[src/hw/sifhPkg.sv]
package sifhPkg;

    // raw timing code width
    localparam int codeW = 10;
    // bin address width, one histogram holds 2**binW bins
    localparam int binW = 5;
    localparam int numBins = 1 << binW;

    // bin counters saturate at cntMax
    localparam int cntW = 8;
    localparam int cntMax = (1 << cntW) - 1;

    // codes accepted per stage, larger than cntMax on purpose
    localparam int acqLen = 300;
    localparam int sampleW = $clog2(acqLen + 1);

    // right shift from raw code to coarse bin
    localparam int coarseShift = codeW - binW;

    // fine window sits this far below the coarse peak bin start
    localparam int halfWin = 16;
    // last start that still keeps the whole window inside the code range
    localparam int maxStart = (1 << codeW) - numBins;

    // fine window bounds, both inclusive
    typedef struct packed {
        logic [codeW-1:0] thMinus;
        logic [codeW-1:0] thPositive;
    } window_t;

    // result of one coarse plus fine pass
    typedef struct packed {
        logic [binW-1:0]  peakCH;
        logic [binW-1:0]  peakFH;
        logic [codeW-1:0] peakCode;
    } peakResult_t;

endpackage

[src/hw/binMapper.sv]
`timescale 1ns/1ps

module binMapper (
    input  logic [sifhPkg::codeW-1:0] roughData,
    input  logic                      wrEn,
    input  logic                      hisNum,
    input  sifhPkg::window_t          window,
    output logic [sifhPkg::binW-1:0]  binAddr,
    output logic                      binHit
);
    import sifhPkg::*;

    logic [codeW-1:0] fineOffset;
    logic [codeW-1:0] coarseCode;
    logic             inWindow;

    // code distance from the window start
    assign fineOffset = roughData - window.thMinus;

    // upper bits select the coarse bin
    assign coarseCode = roughData >> coarseShift;

    // both window bounds inclusive
    assign inWindow = (roughData >= window.thMinus) && (roughData <= window.thPositive);

    always_comb begin
        if (hisNum) begin
            // fine stage, one code per bin
            binAddr = fineOffset[binW-1:0];
            // codes outside the window are dropped here only
            binHit = wrEn && inWindow;
        end else begin
            // coarse stage, every strobe lands somewhere
            binAddr = coarseCode[binW-1:0];
            binHit = wrEn;
        end
    end

endmodule

[src/hw/histogramBuilder.sv]
`timescale 1ns/1ps

module histogramBuilder (
    input  logic                     clk,
    input  logic                     rstN,
    input  logic                     wrEn,
    input  logic [sifhPkg::binW-1:0] binAddr,
    input  logic                     binHit,
    input  sifhPkg::window_t         window,
    output logic                     busy,
    output logic                     hisNum,
    output logic [sifhPkg::binW-1:0] peakCH,
    output logic                     peakDone,
    output logic                     resultValid,
    output sifhPkg::peakResult_t     result
);
    import sifhPkg::*;

    // collect -> scan -> report -> release -> collect
    typedef enum logic [1:0] {
        stCollect,
        stScan,
        stReport,
        stRelease
    } state_t;

    state_t             state;
    logic [cntW-1:0]    binCnt [numBins];
    logic [sampleW-1:0] sampleCnt;
    logic [binW-1:0]    scanIdx;
    logic [cntW-1:0]    scanCnt;
    logic [cntW-1:0]    maxCnt;
    logic [binW-1:0]    maxIdx;
    logic               accept;
    logic               lastSample;
    logic               lastBin;

    // anything but collect blocks new codes
    assign busy = (state != stCollect);
    assign accept = wrEn && (state == stCollect);
    assign lastSample = (sampleCnt == sampleW'(acqLen - 1));
    assign lastBin = (scanIdx == binW'(numBins - 1));

    // bin under the scan pointer
    assign scanCnt = binCnt[scanIdx];

    // bin counters
    always_ff @(posedge clk) begin
        if (!rstN) begin
            for (int i = 0; i < numBins; i++) begin
                binCnt[i] <= '0;
            end
        end else if (state == stScan) begin
            // clear as read, so the next stage starts empty
            binCnt[scanIdx] <= '0;
        end else if (accept && binHit && (binCnt[binAddr] != cntW'(cntMax))) begin
            // saturating increment
            binCnt[binAddr] <= binCnt[binAddr] + 1'b1;
        end
    end

    // stage control
    always_ff @(posedge clk) begin
        if (!rstN) begin
            state <= stCollect;
            sampleCnt <= '0;
            scanIdx <= '0;
            hisNum <= 1'b0;
            peakDone <= 1'b0;
            resultValid <= 1'b0;
        end else begin
            // pulses last one cycle
            peakDone <= 1'b0;
            resultValid <= 1'b0;
            case (state)
                stCollect: begin
                    // out-of-window strobes still count toward acqLen
                    if (accept) begin
                        if (lastSample) begin
                            sampleCnt <= '0;
                            scanIdx <= '0;
                            state <= stScan;
                        end else begin
                            sampleCnt <= sampleCnt + 1'b1;
                        end
                    end
                end
                stScan: begin
                    // one bin per cycle
                    scanIdx <= scanIdx + 1'b1;
                    if (lastBin) begin
                        state <= stReport;
                    end
                end
                stReport: begin
                    peakDone <= !hisNum;
                    resultValid <= hisNum;
                    state <= stRelease;
                end
                stRelease: begin
                    // swap stage as busy drops
                    hisNum <= !hisNum;
                    state <= stCollect;
                end
                default: begin
                    state <= stCollect;
                end
            endcase
        end
    end

    // running maximum and stored peaks
    always_ff @(posedge clk) begin
        if (state == stCollect) begin
            maxCnt <= '0;
            maxIdx <= '0;
        end else if ((state == stScan) && (scanCnt > maxCnt)) begin
            // strict compare, ties keep the lower index
            maxCnt <= scanCnt;
            maxIdx <= scanIdx;
        end
        if (state == stReport) begin
            if (!hisNum) begin
                peakCH <= maxIdx;
            end else begin
                result.peakCH <= peakCH;
                result.peakFH <= maxIdx;
                // fine bins are one code wide
                result.peakCode <= window.thMinus + codeW'(maxIdx);
            end
        end
    end

endmodule

[src/hw/windowCalc.sv]
`timescale 1ns/1ps

module windowCalc (
    input  logic                     clk,
    input  logic                     rstN,
    input  logic [sifhPkg::binW-1:0] peakCH,
    input  logic                     peakDone,
    output sifhPkg::window_t         window
);
    import sifhPkg::*;

    // two spare bits so the subtraction can go negative
    logic signed [codeW+1:0] binStart;
    logic signed [codeW+1:0] rawStart;
    logic [codeW-1:0]        winStart;

    // first code of the coarse peak bin
    assign binStart = $signed({2'b00, peakCH, {coarseShift{1'b0}}});
    assign rawStart = binStart - (codeW + 2)'(halfWin);

    // keep the window inside the code range
    always_comb begin
        if (rawStart < 0) begin
            winStart = '0;
        end else if (rawStart > maxStart) begin
            winStart = codeW'(maxStart);
        end else begin
            winStart = rawStart[codeW-1:0];
        end
    end

    // held until the next coarse peak
    always_ff @(posedge clk) begin
        if (!rstN) begin
            window.thMinus <= '0;
            window.thPositive <= codeW'(numBins - 1);
        end else if (peakDone) begin
            window.thMinus <= winStart;
            window.thPositive <= winStart + codeW'(numBins - 1);
        end
    end

endmodule

[src/hw/sifhTop.sv]
`timescale 1ns/1ps

module sifhTop (
    input  logic                      clk,
    input  logic                      rstN,
    input  logic                      wrEn,
    input  logic [sifhPkg::codeW-1:0] roughData,
    output logic                      busy,
    output logic                      hisNum,
    output logic                      resultValid,
    output sifhPkg::peakResult_t      result
);
    import sifhPkg::*;

    window_t         window;
    logic [binW-1:0] binAddr;
    logic            binHit;
    logic [binW-1:0] peakCH;
    logic            peakDone;

    // code to bin, drops fine codes outside the window
    binMapper binMapperInst (
        .roughData(roughData),
        .wrEn(wrEn),
        .hisNum(hisNum),
        .window(window),
        .binAddr(binAddr),
        .binHit(binHit)
    );

    // counters, stage FSM and peak scan
    histogramBuilder histogramBuilderInst (
        .clk(clk),
        .rstN(rstN),
        .wrEn(wrEn),
        .binAddr(binAddr),
        .binHit(binHit),
        .window(window),
        .busy(busy),
        .hisNum(hisNum),
        .peakCH(peakCH),
        .peakDone(peakDone),
        .resultValid(resultValid),
        .result(result)
    );

    // fine window from the coarse peak
    windowCalc windowCalcInst (
        .clk(clk),
        .rstN(rstN),
        .peakCH(peakCH),
        .peakDone(peakDone),
        .window(window)
    );

endmodule

[config.mk]
export PLATFORM = sky130hd
export DESIGN_NAME = sifhTop
export DESIGN_NICKNAME = d
export VERILOG_FILES = /design/src/hw/sifhPkg.sv /design/src/hw/binMapper.sv /design/src/hw/histogramBuilder.sv /design/src/hw/windowCalc.sv /design/src/hw/sifhTop.sv
export SDC_FILE = /design/constraint.sdc
export NUM_CORES = 1
export LEC_CHECK = 0
export ABC_AREA = 1
export BUFFER_PORTS_ARGS = -buffer_cell sky130_fd_sc_hd__buf_2
export CELL_PAD_IN_SITES_DETAIL_PLACEMENT = 0
export CELL_PAD_IN_SITES_GLOBAL_PLACEMENT = 1
export CORE_ASPECT_RATIO = 1.4
export CORE_MARGIN = 1
export CORE_UTILIZATION = 31
export CTS_CLUSTER_DIAMETER = 40
export CTS_CLUSTER_SIZE = 30
export DETAILED_ROUTE_END_ITERATION = 16
export PLACE_DENSITY_LB_ADDON = 0.1
export SYNTH_ARGS = -nofsm -noshare
export SYNTH_HDL_FRONTEND = slang
export SYNTH_SLANG_ARGS = --single-unit
export TNS_END_PERCENT = 20
[constraint.sdc]
create_clock -name clk -period 4.8 [get_ports clk]
set_clock_uncertainty 0.05 [all_clocks]
set_input_delay 1.2 -clock clk [delete_from_list [all_inputs] [get_ports clk]]
set_output_delay 1.2 -clock clk [all_outputs]
set_load 0.05 [all_outputs]
==> results.sh, run 1 <==
export IMPL_required_ns=5.04
export IMPL_p_leak_nw=8.10
export IMPL_dieArea_um2=57800
export IMPL_grt_pass1_vias=15576
export IMPL_initial_utilization_pct=31.3
export IMPL_ys_top_cells_by_area="edfxtp_1 47%, nor2_1 9.1%, nand3_1 7.9%, nand2_1 7.4%, dfxtp_1 5.6%"
export IMPL_avgRoutedWirePerCell_um=24.1
export IMPL_num_antenna_cells=0
export IMPL_die_h_um=284
export IMPL_gp_congestion=0.919
export IMPL_drt_met1_wl_mm=27.8
export IMPL_fp_coreArea_um2=56200
export IMPL_end_kind="flip-flop"
export IMPL_fin_nets=2209
export IMPL_max_vdd_ir_drop_mv=0.251
export IMPL_p_int_mw=6.21
export IMPL_cts_buffers=48
export IMPL_combPwrFrac_pct=27.3
export IMPL_wl_met2_mm=36.5
export IMPL_dr_max_layer_used="met5"
export IMPL_cts_root_buf="clkbuf_16"
export IMPL_timing_fmax_mhz=231
export IMPL_antenna_found_initial=1
export IMPL_grt_pass1_wl_mm=104
export IMPL_synthCells=2063
export IMPL_hp_class="reg -> reg"
export IMPL_seq_area_frac_synth_pct=52.8
export IMPL_worst_pin_slew_ns=0.874
export IMPL_cts_tree="done"
export IMPL_clock_sinks=326
export IMPL_worstSetupPathType="reg -> reg"
export IMPL_max_stage_delay_ns=0.60
export IMPL_grt_setup_unrepaired="no"
export IMPL_synth_area_per_cell_um2=8.53
export IMPL_hold_violations=0
export IMPL_powerDensity_nw_per_um2=444
export IMPL_grt_max_degree=62
export IMPL_die_w_um=203
export IMPL_routed_wirelength_mm=70.8
export IMPL_maxSlewViolCount=0
export IMPL_overflow=0
export IMPL_setup_viol=0
export IMPL_register_area_um2=9300
export IMPL_synth_fp_nets=2109
export IMPL_areaGrowthSynthToFinish_pct=22.9
export IMPL_async_flop_share_pct=0
export IMPL_preCtsSetupSlack_ns=-0.0646
export IMPL_worstPathArrival_ns=4.57
export IMPL_drc=0
export IMPL_synth_area_um2=17600
export IMPL_ctsHtreeMaxLevel=2
export IMPL_fin_crit_ns=4.33
export IMPL_crit_chain="buf_4, nand2_1, nand2_4, buf_12, buf_12, nand2_1, nand3_1, nand3_1, nand3_1, nand3_1, nand2_1, ha_1, nand2_1, nor2_2, nand2_2, nand2_4, nand2_1, nand2_1, nand2_1, nor2_4, buf_4, nand2_2, nand2_1, buf_12"
export IMPL_via_per_inst=5.27
export IMPL_synth_most_common_cell="nor2_1"
export IMPL_synth_top_area_share_pct=47.3
export IMPL_fillers=5645
export IMPL_yosys_register_bits=326
export IMPL_cts_resized=0
export IMPL_synthTopCellsByCount="425 x nor2_1, 348 x nand2_1, 279 x nand3_1, 277 x edfxtp_1, 163 x o21ai_0"
export IMPL_cpMaxStageDelayCell="dfxtp_1"
export IMPL_track_usage_pct=24.7
export IMPL_yosysTopAreaCell="edfxtp_1"
export IMPL_io_pins=36
export IMPL_routed_via_count=15483
export IMPL_crit_path_frequent_cell="nand2_1"
export IMPL_clk_latency_ns=0.59
export IMPL_ys_types=46
export IMPL_path_clk_slew_ns=0.05
export IMPL_io_buffer_count=35
export IMPL_p_sw_mw=3.40
export IMPL_synth_ff_type="edfxtp_1"
export IMPL_rows=103
export IMPL_drt_iter0_markers=1232
export IMPL_setup_slack_ns=0.475
export IMPL_synth_edf_count=277
export IMPL_path_max_fanout=32
export IMPL_drive_above_1_share_pct=15.5
export IMPL_min_period_over_period_pct=90.1
export IMPL_drv_cap=0
export IMPL_pwr_share_clk_pct=37.3
export IMPL_ctsHoldBuffers=0
export IMPL_postCtsSetupRepairBufs=0
export IMPL_cp_start_kind="flip-flop"
export IMPL_ant_nets=0
export IMPL_switching_share_pct=35.4
export IMPL_multi_input_area_um2=7390
export IMPL_seqPwrFrac_pct=35.5
export IMPL_setup_tns_ns=0
export IMPL_slew_headroom_pct=41.7
export IMPL_dp_hpwl_mm=49.8
export IMPL_ys_warn_count=0
export IMPL_clock_path_buffers=3
export IMPL_firstDrtPassIters=5
export IMPL_wl_met3_mm=3.02
export IMPL_outcome="finished clean"
-- logic make-up after synthesis --
| kind of cell | Yosys count | synth area share (%) |
|---|---|---|
| buffers and inverters | 234 | 5.57 |
| adders and majority gates | 33 | 2.35 |
| AOI/OAI and AO/OA | 329 | 11.2 |
| DFF | 326 | 52.8 |
| xor gates and xnor gates | 11 | 0.547 |
| and+or+nand+nor | 1130 | 27.5 |
-- placed cells by master (no fill, tap or decap), types with 5 or more instances in the layout --
cell / count
buf_2: 35
o22ai_1: 14
nor2_1: 424
clkbuf_1: 5
nand3_1: 276
inv_6: 8
buf_12: 53
clkinv_4: 5
o21ai_0: 162
dfxtp_1: 47
a21oi_1: 46
buf_4: 105
a31oi_1: 11
nand4_1: 6
a211oi_1: 13
clkinv_8: 7
clkbuf_16: 49
nand2_2: 34
nor3_1: 14
o221ai_1: 42
inv_1: 85
clkinv_1: 6
ha_1: 33
nand2_1: 347
o211ai_1: 17
xor2_1: 7
a32oi_1: 5
edfxtp_1: 277
nor2_4: 13
-- state kept, by name, summed over array words and instances, names as in the netlist, named ones only --
name                              flops
histogramBuilderInst.hisNum           1
histogramBuilderInst.maxCnt           8
histogramBuilderInst.result          16
windowCalcInst.window                12
histogramBuilderInst.maxIdx           5
histogramBuilderInst.scanIdx          5
histogramBuilderInst.peakDone         1
histogramBuilderInst.resultValid      1
histogramBuilderInst.binCnt         256
histogramBuilderInst.sampleCnt        9
histogramBuilderInst.peakCH           5
histogramBuilderInst.state            2
-- power by group through the flow --
stage	clock, mW	sequential, mW	combinational, mW
final	3.58	3.41	2.62
after detailed placement	0	3.47	2.62
after global routing	3.76	3.43	2.83
after global placement	0	3.47	2.62
after floorplan	0	3.40	1.47
after CTS	3.64	3.41	2.63
-- critical path, delay by kind of cell, from the launching register on --
kind | cells | cell delay [ns]
simple gates | 18 | 2.14
flops | 1 | 0.60
buf+inv | 5 | 1.05
fa+ha+maj | 1 | 0.16
-- final cells by class --
class	count	area share (%)
clock inverter	36	1.85
sequential	326	43.0
inverter	91	1.59
multi-input combinational	1503	34.2
tap	735	4.25
timing repair buffer	193	9.36
clock buffer	54	5.76
-- metal layers --
metal	vias to the layer above	GRT usage [%]
met4	2	11.5
li1	7363	-
met3	138	2.87
met5	-	0
met1	7499	29.0
met2	481	44.4
-- final timing paths --
check,slack (ns),cells after the start,from,endpoint
min reg2reg,0.42,2,histogramBuilderInst.maxCnt[7],histogramBuilderInst.maxCnt[7]
min,0.42,2,histogramBuilderInst.maxCnt[7],histogramBuilderInst.maxCnt[7]
max reg2reg,0.47,24,histogramBuilderInst.hisNum,histogramBuilderInst.binCnt[12][2]
max,0.47,24,histogramBuilderInst.hisNum,histogramBuilderInst.binCnt[12][2]
-- stage by stage --
step / total power, mW / cell area (um2) / std cells / util (%) / hold slack [ns]
6_report: 9.60 / 21600 / 2938 / 38.5 / 0.418
3_3_place_gp: 6.09 / 20000 / 2848 / 35.6 / 0.406
3_5_place_dp: 6.09 / 20000 / 2848 / 35.6 / 0.409
2_1_floorplan: 4.87 / 17600 / 2063 / - / 0.370
4_1_cts: 9.68 / 21600 / 2938 / 38.5 / 0.417
5_1_grt: 10.0 / 21600 / 2938 / 38.5 / 0.450
Note: power is estimated with default switching activity, not from simulation.
==> run 2, diff against run 1 <==
- SYNTH_HIERARCHICAL: unset -> 1
- TNS_END_PERCENT: 20 -> 1
==> results.sh, run 2 <==
export IMPL_startpoint="roughData[0]"
export IMPL_cts_root_buf="clkbuf_16"
export IMPL_areaGrowthSynthToFinish_pct=22.0
export IMPL_synth_top_area_share_pct=46.0
export IMPL_ctsHoldBuffers=0
export IMPL_p_total_mw=9.59
export IMPL_synth_edf_count=281
export IMPL_timing_fmax_mhz=217
export IMPL_layout_common_cells="475 x nor2_1, 373 x nand2_1, 281 x edfxtp_1, 204 x nand3_1, 191 x o21ai_0"
export IMPL_yosys_register_bits=330
export IMPL_worst_pin_slew_ns=1.13
export IMPL_drc=0
export IMPL_hp_class="reg -> reg"
export IMPL_die_w_um=208
export IMPL_synth_ff_type="edfxtp_1"
export IMPL_crit_path_frequent_cell="buf_4"
export IMPL_avgRoutedWirePerCell_um=23.7
export IMPL_fin_nets=2349
export IMPL_hold_path_depth=1
export IMPL_max_vdd_ir_drop_mv=0.223
export IMPL_yosysTopAreaCell="edfxtp_1"
export IMPL_fillers=5955
export IMPL_cts_tree="done"
export IMPL_powerDensity_nw_per_um2=428
export IMPL_largest_reg_flops=256
export IMPL_r2r_end="histogramBuilderInst/maxIdx[2]"
export IMPL_hold_start="histogramBuilderInst/sampleCnt[8]"
export IMPL_top_regs="histogramBuilderInst/binCnt: 256 flops, histogramBuilderInst/result: 20 flops, windowCalcInst/window: 12 flops"
export IMPL_r2r_setup_slack_ns=0.50
export IMPL_via_per_inst=5.23
export IMPL_placed_area_um2=20500
export IMPL_synthCells=2179
export IMPL_ctsHtreeMaxLevel=2
export IMPL_end_kind="flip-flop"
export IMPL_gp_congestion=0.936
export IMPL_r2r_worst_path_cells=14
export IMPL_die_h_um=290
export IMPL_drive_above_1_share_pct=17.4
export IMPL_path_max_fanout=11
export IMPL_synthTopCellsByCount="475 x nor2_1, 411 x nand2_1, 281 x edfxtp_1, 207 x nand3_1, 193 x o21ai_0"
export IMPL_firstDrtPassIters=6
export IMPL_clock_path_buffers=3
export IMPL_outcome="finished clean"
export IMPL_multi_input_area_um2=8160
export IMPL_io_pins=36
export IMPL_clock_sinks=330
export IMPL_grt_max_degree=64
export IMPL_initial_utilization_pct=31.3
export IMPL_worstSetupPathType="in -> reg"
export IMPL_cp_start_kind="input pin"
export IMPL_io_buffer_count=35
export IMPL_path_buf_inv=8
export IMPL_grt_pass1_vias=15969
export IMPL_path_clk_slew_ns=0.06
export IMPL_rows=105
export IMPL_slew_headroom_pct=24.3
export IMPL_final_common_cell="nor2_1"
export IMPL_max_stage_delay_ns=0.38
export IMPL_dp_hpwl_mm=53.0
export IMPL_top_register="histogramBuilderInst/binCnt"
export IMPL_ys_warn_count=6
export IMPL_setup_tns_ns=0
export IMPL_fin_util_pct=38.2
export IMPL_ys_top_cells_by_area="edfxtp_1 46%, nor2_1 9.7%, nand2_1 8.4%, nand3_1 5.6%, dfxtp_1 5.3%"
export IMPL_seq_area_frac_synth_pct=51.4
export IMPL_drt_iter0_markers=1256
export IMPL_antenna_found_initial=0
export IMPL_cts_buffers=46
export IMPL_final_cell_area_um2=22400
export IMPL_overflow=0
export IMPL_ys_types=47
export IMPL_track_usage_pct=24.2
export IMPL_routed_wirelength_mm=73.0
export IMPL_setup_viol=0
export IMPL_p_leak_nw=8.53
export IMPL_cpMaxStageDelayCell="ha_1"
export IMPL_worstPathArrival_ns=4.89
export IMPL_fp_coreArea_um2=58600
export IMPL_dieArea_um2=60200
export IMPL_ant_nets=0
export IMPL_min_period_over_period_pct=96.1
export IMPL_critical_path_top_delay_family="buffers and inverters"
export IMPL_hold_violations=0
export IMPL_hold_end="histogramBuilderInst/sampleCnt[8]"
export IMPL_drv_cap=0
export IMPL_async_flop_share_pct=0
export IMPL_register_area_um2=9420
export IMPL_synth_area_um2=18300
export IMPL_routed_via_count=16097
export IMPL_required_ns=5.08
export IMPL_fin_crit_ns=4.61
export IMPL_synth_most_common_cell="nor2_1"
export IMPL_maxSlewViolCount=0
export IMPL_grt_pass1_wl_mm=107
export IMPL_num_antenna_cells=0
export IMPL_clk_latency_ns=0.59
export IMPL_synth_area_per_cell_um2=8.42
==> run 2: kinds of logic after synthesis <==
logic type	synth area share [%]
DFF	51.4
and+or+nand+nor	27.1
AOI/OAI and AO/OA	11.7
adders and majority gates	3.29
buffers and inverters	5.98
xor gates and xnor gates	0.478
other	0.0409
==> run 2: worst max path at each step <==
stage / end / slack (ns) / cells after the start
after floorplan: histogramBuilderInst/binCnt[17][0] / 0.03 / 25
after global placement: histogramBuilderInst/binCnt[28][2] / -0.56 / 21
after detailed placement: histogramBuilderInst/binCnt[28][2] / -0.51 / 21
after CTS: histogramBuilderInst/binCnt[28][6] / 0.09 / 21
after global routing: histogramBuilderInst/binCnt[28][6] / -0.04 / 24
final: histogramBuilderInst/binCnt[17][1] / 0.19 / 26
==> run 2: metrics by stage <==
step | instances | setup slack, ns | hold WS, ns
floorplan | 2185 | 0.0309 | 0.373
global placement | 2986 | -0.558 | 0.398
detailed placement | 2986 | -0.508 | 0.400
CTS | 3072 | 0.0922 | 0.411
global route | 3076 | -0.0390 | 0.440
finish | 3076 | 0.189 | 0.409
==> run 2: timing repair <==
item,CTS,global route
endpoints found under the setup margin,0,512
setup buffers,0,4
resized for setup,0,46
==> run 2: per-layer routing <==
| metal | share of wire (%) | GRT usage [%] |
|---|---|---|
| met4 | 4.7 | 10.7 |
| met1 | 38 | 26.8 |
| met3 | 4.2 | 2.72 |
| met2 | 53 | 46.5 |
| met5 | 0 | 0 |
==> run 2: final cells by class <==
| class | count | share of cell area [%] |
|---|---|---|
| clock buffer | 47 | 5.16 |
| clock inverter | 39 | 2.20 |
| inverter | 111 | 1.88 |
| multi-input combinational | 1599 | 36.5 |
| sequential | 330 | 42.1 |
| tap | 749 | 4.19 |
| timing repair buffer | 201 | 7.99 |
==> run 2: power breakdown <==
part / leakage (nW) / total (mW) / internal, mW / switching (mW)
logic: 4.46 / 2.50 / 0.814 / 1.69
registers: 3.27 / 3.46 / 3.30 / 0.163
clock network: 0.792 / 3.62 / 2.08 / 1.54
total: 8.53 / 9.59 / 6.19 / 3.40
==> run 3, diff against run 2 <==
--- a/config.mk
+++ b/config.mk
@@ -9,2 +9,3 @@
 export BUFFER_PORTS_ARGS = -buffer_cell sky130_fd_sc_hd__buf_2
+export CAP_MARGIN = 10
 export CELL_PAD_IN_SITES_DETAIL_PLACEMENT = 0
==> constraint.sdc (replaced) <==
create_clock -name clk -period 4.8 [get_ports clk]
set_clock_uncertainty 0.05 [all_clocks]
set_input_delay 0.96 -clock clk [delete_from_list [all_inputs] [get_ports clk]]
set_output_delay 0.96 -clock clk [all_outputs]
set_load 0.05 [all_outputs]
==> results.sh, run 3 (synthesized netlist as in run 2, its figures left out) <==
export IMPL_worstPathArrival_ns=4.74
export IMPL_clock_sinks=330
export IMPL_num_antenna_cells=0
export IMPL_placed_area_um2=21000
export IMPL_hold_start="histogramBuilderInst/sampleCnt[8]"
export IMPL_initial_utilization_pct=31.3
export IMPL_pwr_share_clk_pct=38.7
export IMPL_timing_fmax_mhz=226
export IMPL_fin_nets=2389
export IMPL_max_stage_delay_ns=0.59
export IMPL_maxSlewViolCount=0
export IMPL_io_buffer_count=35
export IMPL_dp_hpwl_mm=53.2
export IMPL_via_per_inst=5.16
export IMPL_overflow=0
export IMPL_ctsHtreeMaxLevel=2
export IMPL_outcome="finished clean"
export IMPL_dieArea_um2=60200
export IMPL_final_cell_area_um2=22700
export IMPL_routed_wirelength_mm=72.1
export IMPL_gp_congestion=0.895
export IMPL_antenna_found_initial=0
export IMPL_seqPwrFrac_pct=35.3
export IMPL_grt_pass1_wl_mm=106
export IMPL_drv_cap=0
export IMPL_clk_latency_ns=0.60
export IMPL_dp_cells=3027
export IMPL_max_vdd_ir_drop_mv=0.313
export IMPL_setup_slack_ns=0.367
export IMPL_p_leak_nw=8.80
export IMPL_layout_cells_non_filler=3117
export IMPL_cpMaxStageDelayCell="o21ai_2"
export IMPL_crit_path_frequent_cell="nand2_1"
export IMPL_areaGrowthSynthToFinish_pct=24.0
export IMPL_hold_violations=0
export IMPL_cts_buffers=49
export IMPL_cts_root_buf="clkbuf_16"
export IMPL_largest_reg_flops=256
export IMPL_firstDrtPassIters=5
export IMPL_switching_share_pct=33.9
export IMPL_worst_pin_slew_ns=0.857
export IMPL_grt_setup_unrepaired="no"
export IMPL_ant_nets=0
export IMPL_track_usage_pct=24.2
export IMPL_top_regs="histogramBuilderInst/binCnt: 256 flops, histogramBuilderInst/result: 20 flops, windowCalcInst/window: 12 flops"
export IMPL_io_pins=36
export IMPL_hp_class="reg -> reg"
export IMPL_required_ns=5.11
export IMPL_slew_headroom_pct=42.8
export IMPL_drt_iter0_markers=1081
export IMPL_setup_viol=0
export IMPL_combPwrFrac_pct=26.0
export IMPL_drc=0
export IMPL_fin_crit_ns=4.43
export IMPL_p_int_mw=6.44
export IMPL_min_period_over_period_pct=92.4
export IMPL_powerDensity_nw_per_um2=429
export IMPL_end_kind="flip-flop"
export IMPL_whs_ns=0.401
export IMPL_final_common_cell="nor2_1"
export IMPL_routed_via_count=16083
export IMPL_grt_max_degree=131
export IMPL_preCtsSetupSlack_ns=-0.218
export IMPL_fp_coreArea_um2=58600
export IMPL_path_max_fanout=18
export IMPL_p_sw_mw=3.31
export IMPL_grt_pass1_vias=16223
export IMPL_reg2reg_from="histogramBuilderInst/hisNum"
export IMPL_top_register="histogramBuilderInst/binCnt"
export IMPL_path_clk_slew_ns=0.06
export IMPL_rows=105
export IMPL_p_total_mw=9.76
export IMPL_layout_common_cells="475 x nor2_1, 409 x nand2_1, 281 x edfxtp_1, 205 x nand3_1, 191 x o21ai_0"
export IMPL_drive_above_1_share_pct=17.1
export IMPL_cts_tree="done"
export IMPL_worstSetupPathType="in -> reg"
export IMPL_die_w_um=208
export IMPL_cp_start_kind="input pin"
export IMPL_die_h_um=290
export IMPL_avgRoutedWirePerCell_um=23.1
export IMPL_clock_path_buffers=3
export IMPL_startpoint="roughData[1]"
export IMPL_crit_chain="buf_2, fa_1, nand2_1, nand2_2, inv_2, buf_4, nand3_1, nand3_1, nand2_1, nand2_1, nand2_1, o21ai_1, nor2_4, nand3_2, nand2_4, o21ai_2, nor2_4, nand2_2, nand2_1, buf_4"
export IMPL_postCtsSetupRepairBufs=0
-- run 3: cell types whose count changed in the layout (fill, tap and decap cells not counted), moves of 3 or more --
cell	previous run	this run
buf_12	28	50
buf_4	133	153
buf_6	3	0
clkbuf_16	46	50
clkinv_1	2	6
clkinv_2	2	5
clkinv_8	7	2
inv_8	11	6
nand2_1	373	409
nand2_2	49	41
nand2_4	30	2
-- run 3: power groups by stage --
stage / Sequential, mW / Combinational [mW] / Clock (mW)
finish: 3.44 / 2.54 / 3.78
global route: 3.46 / 2.77 / 3.97
CTS: 3.44 / 2.55 / 3.85
detailed placement: 3.50 / 2.54 / 0
global placement: 3.50 / 2.54 / 0
floorplan: 3.44 / 1.48 / 0
-- run 3: cell type report --
cell class                      instances  area (um2)
Clock buffer                           53        1270
Clock inverter                         37         470
Fill cell                            5930       35800
Inverter                              111         420
Multi-Input combinational cell       1599        7900
Sequential cell                       330        9430
Tap cell                              749         937
Timing Repair Buffer                  238        2320
-- run 3: repair_timing --
action	4_1_cts	5_1_grt
endpoints found under the setup margin	0	13
resized for setup	0	3
hold buffers	0	0
-- run 3: per-layer routing --
layer	part of all wire (%)	track usage (%)	routed length [um]	vias up
met5	0	0	0	-
li1	-	-	-	7754
met2	54	47.0	39100	386
met3	3.1	2.53	2240	125
met1	38	26.3	27600	7818
met4	4.3	11.0	3130	0
-- run 3: critical path: cells and delay by family --
kind | cells | cell delay, ns
AND/OR/NAND/NOR | 13 | 1.54
AO/OA/AOI/OAI | 2 | 0.88
buffers and inverters | 4 | 0.86
adder cells (fa/ha/maj) | 1 | 0.46
-- run 3: path summary, 6_finish.rpt --
path / to / slack, ns / cells past startpoint
max: histogramBuilderInst/binCnt[16][3] / 0.37 / 20
min: histogramBuilderInst/sampleCnt[8] / 0.40 / 1
max reg2reg: histogramBuilderInst/binCnt[21][2] / 0.50 / 23
min reg2reg: histogramBuilderInst/sampleCnt[8] / 0.40 / 1
-- run 3: per-stage QoR --
| stage | utilization, % | TNS (ns) |
|---|---|---|
| after floorplan | - | 0 |
| after global placement | 35.8 | -85.61 |
| after detailed placement | 35.8 | -67.59 |
| after CTS | 38.8 | 0 |
| after global routing | 38.8 | 0 |
| final | 38.8 | 0 |
